[config.mk]
export PLATFORM = sky130hd
export DESIGN_NAME = ioTop
export DESIGN_NICKNAME = d
export VERILOG_FILES = /design/src/mmioPkg.sv /design/src/regBusIf.sv /design/src/busSlaveFsm.sv /design/src/displayRegs.sv /design/src/ioTimer.sv /design/src/ioTop.sv /design/src/keyCapture.sv /design/src/switchDebouncer.sv
export SDC_FILE = /design/constraint.sdc
export NUM_CORES = 1
export LEC_CHECK = 0
export BUFFER_PORTS_ARGS = -buffer_cell sky130_fd_sc_hd__buf_2
export CAP_MARGIN = 20
export CORE_UTILIZATION = 60
export DETAILED_ROUTE_END_ITERATION = 10
export HOLD_SLACK_MARGIN = 0.05
export PLACE_DENSITY = 0.8
export SYNTH_ARGS = -nofsm -noshare
export SYNTH_HDL_FRONTEND = slang
export SYNTH_SLANG_ARGS = --single-unit
[constraint.sdc]
create_clock -name clk -period 13.6 [get_ports clk]
set_clock_uncertainty 0.1 [all_clocks]
set_input_delay 0 -clock clk [delete_from_list [all_inputs] [get_ports clk]]
set_output_delay 0 -clock clk [all_outputs]
set_load 0.02 [all_outputs]
[src/mmioPkg.sv]
package mmioPkg;

	// bus geometry
	localparam int DataWidth = 32;
	localparam int AddrWidth = 12;

	// register map, byte offsets
	localparam logic [AddrWidth-1:0] HexAddr    = 12'h000;
	localparam logic [AddrWidth-1:0] LedAddr    = 12'h020;
	localparam logic [AddrWidth-1:0] KeyAddr    = 12'h080;
	localparam logic [AddrWidth-1:0] KeyCtlAddr = 12'h084;
	localparam logic [AddrWidth-1:0] SwAddr     = 12'h090;
	localparam logic [AddrWidth-1:0] SwCtlAddr  = 12'h094;
	localparam logic [AddrWidth-1:0] TimCntAddr = 12'h100;
	localparam logic [AddrWidth-1:0] TimLimAddr = 12'h104;
	localparam logic [AddrWidth-1:0] TimCtlAddr = 12'h108;

	// device widths
	localparam int HexDigits = 6;
	localparam int HexWidth = 24;
	localparam logic [HexWidth-1:0] HexResetValue = 24'hFEDEAD;
	localparam int LedWidth = 10;
	localparam int KeyWidth = 4;
	localparam int SwWidth = 10;

	// timing, kept short for simulation
	localparam int TickCycles = 16;
	localparam int TickWidth = 4;
	localparam int DebounceCycles = 64;
	localparam int DebounceWidth = 7;

	// layout of the KeyCtl, SwCtl and TimCtl registers
	localparam int FlagWidth = 2;
	localparam int ReadyBit = 0;
	localparam int OverrunBit = 1;

	typedef enum logic [1:0] {
		Idle,
		Access,
		Ack
	} busState_t;

	// one opcode per register
	typedef enum logic [3:0] {
		RegNone,
		RegHex,
		RegLed,
		RegKey,
		RegKeyCtl,
		RegSw,
		RegSwCtl,
		RegTimCnt,
		RegTimLim,
		RegTimCtl
	} regSel_t;

endpackage

[src/regBusIf.sv]
`timescale 1ns/1ps

interface regBusIf import mmioPkg::*; ();

	// driven by the bus slave
	regSel_t sel;
	logic [DataWidth-1:0] wrData;
	logic wr;
	logic rd;

	// read fields, one per peripheral
	logic [DataWidth-1:0] timerData;
	logic [DataWidth-1:0] keyData;
	logic [DataWidth-1:0] switchData;
	logic [DataWidth-1:0] displayData;

	modport controller (
		output sel, wrData, wr, rd,
		input timerData, keyData, switchData, displayData
	);

	modport timer (input sel, wrData, wr, output timerData);
	modport key (input sel, wrData, wr, rd, output keyData);
	modport switch (input sel, rd, output switchData);
	modport display (input sel, wrData, wr, output displayData);

endinterface

[src/busSlaveFsm.sv]
`timescale 1ns/1ps

module busSlaveFsm import mmioPkg::*; (
	input logic clk,
	input logic reset,
	input logic cyc,
	input logic stb,
	input logic we,
	input logic [AddrWidth-1:0] adr,
	input logic [DataWidth-1:0] datIn,
	output logic [DataWidth-1:0] datOut,
	output logic ack,
	regBusIf.controller bus
);

	busState_t state;
	logic [DataWidth-1:0] readMux;

	// full compare, anything unmapped falls to RegNone
	function automatic regSel_t decodeAddr(input logic [AddrWidth-1:0] a);
		case (a)
			HexAddr: return RegHex;
			LedAddr: return RegLed;
			KeyAddr: return RegKey;
			KeyCtlAddr: return RegKeyCtl;
			SwAddr: return RegSw;
			SwCtlAddr: return RegSwCtl;
			TimCntAddr: return RegTimCnt;
			TimLimAddr: return RegTimLim;
			TimCtlAddr: return RegTimCtl;
			default: return RegNone;
		endcase
	endfunction

	// pick the field of the block that owns sel
	always_comb begin
		case (bus.sel)
			RegHex, RegLed: readMux = bus.displayData;
			RegKey, RegKeyCtl: readMux = bus.keyData;
			RegSw, RegSwCtl: readMux = bus.switchData;
			RegTimCnt, RegTimLim, RegTimCtl: readMux = bus.timerData;
			default: readMux = '0;
		endcase
	end

	always_ff @(posedge clk or posedge reset) begin
		if (reset) begin
			state <= Idle;
			bus.sel <= RegNone;
			bus.wrData <= '0;
			bus.wr <= 1'b0;
			bus.rd <= 1'b0;
			ack <= 1'b0;
			datOut <= '0;
		end else begin
			case (state)
				Idle: begin
					if (cyc && stb) begin
						state <= Access;
						bus.sel <= decodeAddr(adr);
						bus.wrData <= datIn;
						bus.wr <= we;
						bus.rd <= !we;
					end
				end
				Access: begin
					// strobes last exactly this one cycle
					state <= Ack;
					bus.wr <= 1'b0;
					bus.rd <= 1'b0;
					ack <= 1'b1;
					datOut <= bus.rd ? readMux : '0;
				end
				default: begin
					state <= Idle;
					ack <= 1'b0;
					datOut <= '0;
				end
			endcase
		end
	end

endmodule

[src/displayRegs.sv]
`timescale 1ns/1ps

module displayRegs import mmioPkg::*; (
	input logic clk,
	input logic reset,
	regBusIf.display bus,
	output logic [6:0] hex0,
	output logic [6:0] hex1,
	output logic [6:0] hex2,
	output logic [6:0] hex3,
	output logic [6:0] hex4,
	output logic [6:0] hex5,
	output logic [LedWidth-1:0] ledr
);

	logic [HexWidth-1:0] hexReg;
	logic [LedWidth-1:0] ledReg;
	logic [HexDigits-1:0][6:0] segs;

	// active low, bit 6 is segment g
	function automatic logic [6:0] sevenSeg(input logic [3:0] nib);
		case (nib)
			4'h0: return 7'b1000000;
			4'h1: return 7'b1111001;
			4'h2: return 7'b0100100;
			4'h3: return 7'b0110000;
			4'h4: return 7'b0011001;
			4'h5: return 7'b0010010;
			4'h6: return 7'b0000010;
			4'h7: return 7'b1111000;
			4'h8: return 7'b0000000;
			4'h9: return 7'b0010000;
			4'hA: return 7'b0001000;
			4'hB: return 7'b0000011;
			4'hC: return 7'b1000110;
			4'hD: return 7'b0100001;
			4'hE: return 7'b0000110;
			default: return 7'b0001110;
		endcase
	endfunction

	always_ff @(posedge clk or posedge reset) begin
		if (reset) begin
			hexReg <= HexResetValue;
			ledReg <= '0;
		end else if (bus.wr) begin
			if (bus.sel == RegHex)
				hexReg <= bus.wrData[HexWidth-1:0];
			if (bus.sel == RegLed)
				ledReg <= bus.wrData[LedWidth-1:0];
		end
	end

	// digit 0 is the low nibble
	always_comb begin
		for (int i = 0; i < HexDigits; i++)
			segs[i] = sevenSeg(hexReg[4*i +: 4]);
	end

	assign hex0 = segs[0];
	assign hex1 = segs[1];
	assign hex2 = segs[2];
	assign hex3 = segs[3];
	assign hex4 = segs[4];
	assign hex5 = segs[5];
	assign ledr = ledReg;

	always_comb begin
		case (bus.sel)
			RegHex: bus.displayData = DataWidth'(hexReg);
			RegLed: bus.displayData = DataWidth'(ledReg);
			default: bus.displayData = '0;
		endcase
	end

endmodule

[src/ioTimer.sv]
`timescale 1ns/1ps

module ioTimer import mmioPkg::*; (
	input logic clk,
	input logic reset,
	regBusIf.timer bus
);

	logic [TickWidth-1:0] prescale;
	logic tick;
	logic [DataWidth-1:0] count;
	logic [DataWidth-1:0] limit;
	logic [FlagWidth-1:0] flags;
	logic limHit;
	logic cntWrite;
	logic limWrite;
	logic ctlWrite;

	assign tick = (prescale == TickWidth'(TickCycles - 1));

	// compare only counts on a tick, and a zero limit never wraps
	assign limHit = tick && (limit != '0) && (count == limit - 1'b1);

	assign cntWrite = bus.wr && (bus.sel == RegTimCnt);
	assign limWrite = bus.wr && (bus.sel == RegTimLim);
	assign ctlWrite = bus.wr && (bus.sel == RegTimCtl);

	always_ff @(posedge clk or posedge reset) begin
		if (reset)
			prescale <= '0;
		else
			prescale <= tick ? '0 : prescale + 1'b1;
	end

	always_ff @(posedge clk or posedge reset) begin
		if (reset) begin
			count <= '0;
			limit <= '0;
			flags <= '0;
		end else begin
			// bus write beats the tick
			if (cntWrite)
				count <= bus.wrData;
			else if (limHit)
				count <= '0;
			else if (tick)
				count <= count + 1'b1;

			if (limWrite)
				limit <= bus.wrData;

			if (ctlWrite) begin
				flags <= flags & bus.wrData[FlagWidth-1:0];
			end else if (limHit) begin
				flags[ReadyBit] <= 1'b1;
				if (flags[ReadyBit])
					flags[OverrunBit] <= 1'b1;
			end
		end
	end

	always_comb begin
		case (bus.sel)
			RegTimCnt: bus.timerData = count;
			RegTimLim: bus.timerData = limit;
			RegTimCtl: bus.timerData = DataWidth'(flags);
			default: bus.timerData = '0;
		endcase
	end

endmodule

[src/ioTop.sv]
`timescale 1ns/1ps

module ioTop import mmioPkg::*; (
	input logic clk,
	input logic reset,
	// wishbone classic slave
	input logic cyc,
	input logic stb,
	input logic we,
	input logic [AddrWidth-1:0] adr,
	input logic [DataWidth-1:0] datIn,
	output logic [DataWidth-1:0] datOut,
	output logic ack,
	// board devices
	input logic [KeyWidth-1:0] key,
	input logic [SwWidth-1:0] sw,
	output logic [6:0] hex0,
	output logic [6:0] hex1,
	output logic [6:0] hex2,
	output logic [6:0] hex3,
	output logic [6:0] hex4,
	output logic [6:0] hex5,
	output logic [LedWidth-1:0] ledr
);

	regBusIf bus0 ();

	busSlaveFsm busSlave0 (
		.clk(clk),
		.reset(reset),
		.cyc(cyc),
		.stb(stb),
		.we(we),
		.adr(adr),
		.datIn(datIn),
		.datOut(datOut),
		.ack(ack),
		.bus(bus0.controller)
	);

	ioTimer timer0 (.clk(clk), .reset(reset), .bus(bus0.timer));

	switchDebouncer switch0 (.clk(clk), .reset(reset), .sw(sw), .bus(bus0.switch));

	keyCapture key0 (.clk(clk), .reset(reset), .key(key), .bus(bus0.key));

	displayRegs display0 (
		.clk(clk),
		.reset(reset),
		.bus(bus0.display),
		.hex0(hex0),
		.hex1(hex1),
		.hex2(hex2),
		.hex3(hex3),
		.hex4(hex4),
		.hex5(hex5),
		.ledr(ledr)
	);

endmodule

[src/keyCapture.sv]
`timescale 1ns/1ps

module keyCapture import mmioPkg::*; (
	input logic clk,
	input logic reset,
	input logic [KeyWidth-1:0] key,
	regBusIf.key bus
);

	logic [KeyWidth-1:0] keySync1;
	logic [KeyWidth-1:0] keySync2;
	logic [KeyWidth-1:0] keyData;
	logic [FlagWidth-1:0] flags;
	logic [FlagWidth-1:0] flagsNext;
	logic keyChange;

	// pins are active low, the data register is not
	assign keyChange = (~keySync2 != keyData);

	always_comb begin
		flagsNext = flags;
		if (bus.wr && bus.sel == RegKeyCtl)
			flagsNext = flagsNext & bus.wrData[FlagWidth-1:0];
		if (bus.rd && bus.sel == RegKey)
			flagsNext[ReadyBit] = 1'b0;
		// a change in the same cycle keeps ready set
		if (keyChange) begin
			if (flags[ReadyBit])
				flagsNext[OverrunBit] = 1'b1;
			flagsNext[ReadyBit] = 1'b1;
		end
	end

	always_ff @(posedge clk or posedge reset) begin
		if (reset) begin
			keySync1 <= '1;
			keySync2 <= '1;
			keyData <= '0;
			flags <= '0;
		end else begin
			keySync1 <= key;
			keySync2 <= keySync1;
			keyData <= ~keySync2;
			flags <= flagsNext;
		end
	end

	always_comb begin
		case (bus.sel)
			RegKey: bus.keyData = DataWidth'(keyData);
			RegKeyCtl: bus.keyData = DataWidth'(flags);
			default: bus.keyData = '0;
		endcase
	end

endmodule

[src/switchDebouncer.sv]
`timescale 1ns/1ps

module switchDebouncer import mmioPkg::*; (
	input logic clk,
	input logic reset,
	input logic [SwWidth-1:0] sw,
	regBusIf.switch bus
);

	logic [SwWidth-1:0] swSync1;
	logic [SwWidth-1:0] swSync2;
	logic [SwWidth-1:0] swData;
	logic [DebounceWidth-1:0] stableCnt;
	logic [FlagWidth-1:0] flags;
	logic accept;
	logic dataRead;

	// new value held long enough
	assign accept = (swSync2 != swData) && (stableCnt == DebounceWidth'(DebounceCycles));
	assign dataRead = bus.rd && (bus.sel == RegSw);

	always_ff @(posedge clk or posedge reset) begin
		if (reset) begin
			swSync1 <= '0;
			swSync2 <= '0;
		end else begin
			swSync1 <= sw;
			swSync2 <= swSync1;
		end
	end

	always_ff @(posedge clk or posedge reset) begin
		if (reset) begin
			stableCnt <= '0;
			swData <= '0;
			flags <= '0;
		end else begin
			// any glitch back to the old value restarts the count
			if (swSync2 == swData || accept)
				stableCnt <= '0;
			else
				stableCnt <= stableCnt + 1'b1;

			if (accept) begin
				swData <= swSync2;
				flags[ReadyBit] <= 1'b1;
				if (flags[ReadyBit])
					flags[OverrunBit] <= 1'b1;
			end else if (dataRead) begin
				flags[ReadyBit] <= 1'b0;
			end
		end
	end

	// read only, writes from the bus are dropped
	always_comb begin
		case (bus.sel)
			RegSw: bus.switchData = DataWidth'(swData);
			RegSwCtl: bus.switchData = DataWidth'(flags);
			default: bus.switchData = '0;
		endcase
	end

endmodule

=== Yosys cells after proc, flatten, opt, wreduce, memory -nomap -nowiden ===
Memory sizes are Yosys's and may differ from the RTL's.
Cells that the tools add are included.

* Add/sub/neg operators: 4
* Muxes and demuxes: 29
* Reduce and logical (&&, ||, !) cells: 31
* Equal/unequal tests: 25
* Bitwise gates (word level): 3

{| class="wikitable"
|+ Operator list
! operator !! count
|-
| two-way mux 32 bit || 4
|-
| case mux 32 bit (4 select lines) || 1
|-
| case mux 32 bit (3 select lines) || 1
|-
| case mux 32 bit (2 select lines) || 1
|-
| equality test 12 x 8 -> 1 bit, second input constant || 4
|-
| case mux 24 bit (2 select lines) || 1
|-
| equality test 12 x 9 -> 1 bit, second input constant || 3
|-
| case mux 4 bit (9 select lines) || 1
|-
| adder 32 x 1 -> 32 bit, second input constant || 1
|-
| equality test 32 bit || 1
|-
| nonzero test 32 bit || 1
|-
| subtractor 32 x 1 -> 32 bit, second input constant || 1
|-
| case mux 10 bit (2 select lines) || 1
|-
| equality test 4 x 3 -> 1 bit, second input constant || 4
|-
| equality test 12 x 6 -> 1 bit, second input constant || 1
|-
| equality test 4 bit, second input constant || 3
|-
| logical NOT 12 bit || 1
|-
| AND reduction 2 bit || 6
|-
| equality test 10 bit || 1
|-
| logical AND 1 bit || 10
|-
| two-way mux 2 bit || 5
|-
| != test 10 bit || 1
|-
| equality test 4 x 2 -> 1 bit, second input constant || 2
|-
| case mux 4 bit (2 select lines) || 1
|-
| other kinds (21) || 36
|}

* Memories kept: 6
* Output and inout bits: 85
* Flip-flop bits (word level): 230
* Bits in read-only memories: 672

{| class="wikitable"
|+ Memory list
! memory !! words !! width !! read ports !! clocked after memory_dff !! wr ports !! RTL line !! text
|-
| (no name shown) || 16 || 7 || 1 || 0 || 0 || displayRegs.sv:22 || <nowiki>case (nib)</nowiki>
|-
| (no name shown) || 16 || 7 || 1 || 0 || 0 || displayRegs.sv:22 ||
|-
| (no name shown) || 16 || 7 || 1 || 0 || 0 || displayRegs.sv:22 ||
|-
| (no name shown) || 16 || 7 || 1 || 0 || 0 || displayRegs.sv:22 ||
|-
| (no name shown) || 16 || 7 || 1 || 0 || 0 || displayRegs.sv:22 ||
|-
| (no name shown) || 16 || 7 || 1 || 0 || 0 || displayRegs.sv:22 ||
|}

=== Longest topological paths before layout ===
* Depth after elaboration: 5
* Gate-level depth with buffers: 12
* Depth with buffers taken out: 9

=== Hierarchy ===
A second synthesis with hierarchy kept.

* Cells, all modules: 1,539
* Area total of the unflattened synthesis: 14,898.0 um2

{| class="wikitable"
|+ By module, submodules not included
! module !! instances !! cells an instance !! area each (um2)
|-
| ioTimer || 1 || 618 || 5,306.3
|-
| busSlaveFsm || 1 || 379 || 3,827.4
|-
| displayRegs || 1 || 336 || 3,294.4
|-
| switchDebouncer || 1 || 136 || 1,716.6
|-
| keyCapture || 1 || 70 || 753.2
|}

=== Least setup slack after synthesis ===
No wires, ideal clock.

* Path type: register -> register
* From: register timer0.limit[0]
* To: register timer0.count[10]
* Setup time: 0.135 ns
* Data arrival time: 3.234 ns
* Cell stages (with the launch flop): 13
* Path buffers: 3
* Path slack: 10.131 ns
* Required time: 13.365 ns
* Cell sequence: dfrtp_1 -> clkbuf_1 -> inv_1 -> ha_1 -> or3b_2 -> or4_1 -> buf_2 -> nor3_2 -> o221ai_1 -> or4_4 -> nor4_4 -> buf_6 -> o31ai_1

* Longest elaborated chain between the ends: 5
* Elaborated cells between the ends (all ways): 8

{| class="wikitable"
|+ RTL lines
! item !! RTL line !! text
|-
| start: declaration || ioTimer.sv:12 || <nowiki>logic [DataWidth-1:0] limit;</nowiki>
|-
| start signal: assignment || ioTimer.sv:50 || <nowiki>limit <= bus.wrData;</nowiki>
|-
| subtractor 32 x 1 -> 32 bit / nonzero test 32 bit (equally long branches) || ioTimer.sv:22 || <nowiki>assign limHit = tick && (limit != '0) && (count == limit - 1'b1);</nowiki>
|-
| equality test 32 bit / logical AND 1 bit (equally long branches) || ioTimer.sv:22 ||
|-
| logical AND 1 bit (*) || ioTimer.sv:22 ||
|-
| two-way mux 32 bit || ioTimer.sv:44 || <nowiki>else if (limHit)</nowiki>
|-
| two-way mux 32 bit || ioTimer.sv:42 || <nowiki>if (cntWrite)</nowiki>
|-
| end signal: assignment || ioTimer.sv:43 || <nowiki>count <= bus.wrData;</nowiki>
|-
| end signal: assignment || ioTimer.sv:47 || <nowiki>count <= count + 1'b1;</nowiki>
|-
| end: declaration || ioTimer.sv:11 || <nowiki>logic [DataWidth-1:0] count;</nowiki>
|}

Mark *: on every way between the ends. The rest lies on a longest branch, timed or not.
A chain may end at the register's enable or synchronous reset.

=== Worst setup path after layout ===
* From: register timer0.limit[0]
* To: register timer0.count[28]

Same word-level chain as after synthesis.

==> results.json <==
{
  "period_share_pct": 32.2,
  "synth_edf_count": 0,
  "first_pass_iters": 6,
  "wirelength_um": 32900,
  "post-route-min-period_ns": 4.38,
  "io_buffer_count": 147,
  "use_met2_pct": 52.0,
  "initial_core_util_pct": 61.5,
  "synth_fp_nets": 1374,
  "ys_seq_area_share_pct": 46.2,
  "switching_share_pct": 24.7,
  "p_leak_nw": 7.11,
  "required_ns": 13.87,
  "diodes": 0,
  "ant_nets": 0,
  "maxCapViolations": 0,
  "ys_types": 67,
  "syn_area_per_cell_um2": 9.86,
  "p_clk_share_pct": 42.8,
  "track_usage_pct": 30.8,
  "internal_power_w": 0.00125,
  "die-area_um2": 21500,
  "drt_iter0_markers": 985,
  "grt_max_degree": 112,
  "hold_path_class": "in -> async",
  "relSlewSlack_pct": 26.8,
  "grt_pass1_wl_um": 53200,
  "nets": 1571,
  "place_ws_ns": 9.27,
  "p_comb_share_pct": 10.0,
  "synth_ff_type": "dfrtp_1",
  "p_sw_w": 0.000411,
  "fin_util_pct": 74.6,
  "cts_tree": "built",
  "start_kind": "flip-flop",
  "area_growth_pct": 21.3,
  "root_buffer": "clkbuf_16",
  "cts_max_level": 1,
  "yosysTopAreaCellShare_pct": 40.8,
  "syn_area_um2": 12500,
  "core-area_um2": 20400,
  "vias": 10658,
  "power.density_nw_per_um2": 109,
  "status": "finished, final reports clean",
  "drv_slew": 0,
  "avgRoutedWirePerCell_um": 18.7,
  "avgViaCountPerCell": 6.07,
  "fin_ws_ns": 9.22,
  "synthCells": 1270,
  "clock_path_buffers": 3,
  "path_max_fanout": 21,
  "crit_arrival_ns": 4.65,
  "cts_resized": 0,
  "io_pins": 148,
  "insertion_delay_ns": 0.52,
  "drc": 0,
  "setup_viol": 0,
  "die_h_um": 146,
  "grt_util_met3_pct": 4.03,
  "worst_pin_slew_ns": 1.09,
  "cts.sinks": 230,
  "end_kind": "flip-flop",
  "ys_warn_count": 0,
  "fillCellCount": 1386,
  "grt_busiest_layer": "met2",
  "ir_drop_uv": 83.0,
  "netlist_top_cells_count": "222 x nand2_1, 204 x dfrtp_1, 81 x mux2_2",
  "power.total_w": 0.00166,
  "rsz0062_at_grt": "no",
  "cts_buffers": 25,
  "synth_most_common_cell": "nand2_1",
  "ys_top_cells_by_area": "dfrtp_1 41%, mux2_2 7.3%, nand2_1 6.7%",
  "ys_async_sr_fraction_pct": 100,
  "antenna_found_initial": 0,
  "grt-ovfl-total": 0,
  "path_class": "reg -> reg",
  "grt_pass1_vias": 10390,
  "seq_power_share_pct": 47.2,
  "hold_viol": 0,
  "die_w_um": 146,
  "finalSetupTns_ns": 0,
  "max_freq_mhz": 228,
  "cts.reportedPaths.clkPinSlew_ns": 0.06,
  "grt_use_met1_pct": 41.7,
  "drive_above_1_share_pct": 22.3,
  "synth_seq_cells": 230,
  "hpwl_um": 21000,
  "yosys.area.top_type": "dfrtp_1",
  "fp-row-count": 52,
  "gp_congestion": 0.892
}
==> metal layers <==
metal  up-vias  wire [um]  share of wire (%)
li1       4921          -                  -
met1      5273      14100                 43
met2       404      16100                 49
met3        60       1860                5.6
met4         0        807                2.5
met5         -          0                  0
==> stage by stage <==
stage | std cells | instance area [um2] | hold slack [ns]
2_1_floorplan | 1270 | 12500 | -0.0955
3_3_place_gp | 1614 | 13400 | 0.00485
3_5_place_dp | 1614 | 13400 | 0.00618
4_1_cts | 1754 | 15200 | 0.0919
5_1_grt | 1755 | 15200 | 0.114
6_report | 1755 | 15200 | 0.0224
==> worst max-delay path: stages, from the launching register on <==
cell	delay [ns]
dfrtp_1	0.48
inv_1	0.10
ha_1	0.26
or3b_2	0.51
or4_1	0.58
or4_1	0.51
a22oi_1	0.25
o211ai_1	0.17
nor4_4	0.70
buf_4	0.43
o31ai_1	0.12
==> power by group through the flow <==
stage | clock network, W | logic, W | registers, W
final | 0.000711 | 0.000166 | 0.000784
after floorplan | 0 | 0.0000912 | 0.000774
after global routing | 0.000743 | 0.000184 | 0.000789
after CTS | 0.000715 | 0.000161 | 0.000781
after detailed placement | 0 | 0.000128 | 0.000791
after global placement | 0 | 0.000121 | 0.000789
==> layout make-up <==
class	instances	area, um2	share of cell area (%)
clock buffer	38	754	4.96
sequential	230	5790	38.1
tap	270	338	2.22
multi-input combinational	920	6270	41.3
inverter	34	135	0.889
timing repair buffer	256	1790	11.8
clock inverter	7	119	0.782
==> flip-flops by register name, summed over array words and instances (netlist names), 10 cells and up <==
| name | flops |
|---|---|
| busSlave0.bus.wrData | 32 |
| switch0.swData | 10 |
| timer0.count | 32 |
| display0.ledr | 10 |
| display0.hexReg | 24 |
| busSlave0.datOut | 32 |
| switch0.swSync1 | 10 |
| timer0.limit | 32 |
| switch0.swSync2 | 10 |
==> final timing paths <==
kind,slack [ns],end,cells after the start,startpoint
max,9.22,timer0.count[28]$_DFFE_PP0P_,10,timer0.limit[0]$_DFFE_PP0P_
max reg2reg,9.22,timer0.count[28]$_DFFE_PP0P_,10,timer0.limit[0]$_DFFE_PP0P_
min,0.02,busSlave0.ack$_DFFE_PP0N_,3,reset
min in group clk,0.12,busSlave0.bus.wrData[18]$_DFFE_PP0P_,4,datIn[18]
max in group asynchronous,11.40,timer0.limit[13]$_DFFE_PP0P_,5,reset
min reg2reg,0.25,switch0.swSync2[3]$_DFF_PP0_,0,switch0.swSync1[3]$_DFF_PP0_
==> cells by family after synthesis <==
logic type,synth area share [%]
AO/OA/AOI/OAI,13.1
XOR/XNOR,5.73
adder cells (fa/ha/maj),4.10
buffers and inverters,3.87
flip-flops,46.2
multiplexers,9.50
AND/OR/NAND/NOR,17.5
==> what timing repair did <==
| item | CTS | global route |
|---|---|---|
| hold buffers | 95 | 0 |
| hold endpoints to repair | 162 | 0 |
| buffers inserted | 0 | 0 |
==> placed cells by master (no fill, tap or decap), types with 8 or more instances in the layout <==
master,synthesis,routed
a21o_1,8,8
a21oi_1,32,32
a222oi_1,20,20
a22oi_1,21,21
and3_1,12,12
buf_2,1,147
buf_4,0,14
clkbuf_16,0,25
clkbuf_8,0,8
dfrtp_1,204,204
dfstp_2,26,26
dlygate4sd3_1,0,95
ha_1,41,41
inv_1,33,32
mux2_2,81,81
mux2i_1,21,21
nand2_1,222,222
nand2b_1,12,12
nand3_1,24,24
nand4_1,19,19
nor2_1,60,59
nor2b_1,16,15
nor3_1,15,14
nor4_1,17,17
o211ai_1,9,9
o21ai_0,58,58
o31ai_1,35,35
or3_1,8,8
or4_1,8,8
xnor2_1,45,45
xor2_1,37,37
Note: power is estimated with default switching activity, not from simulation.
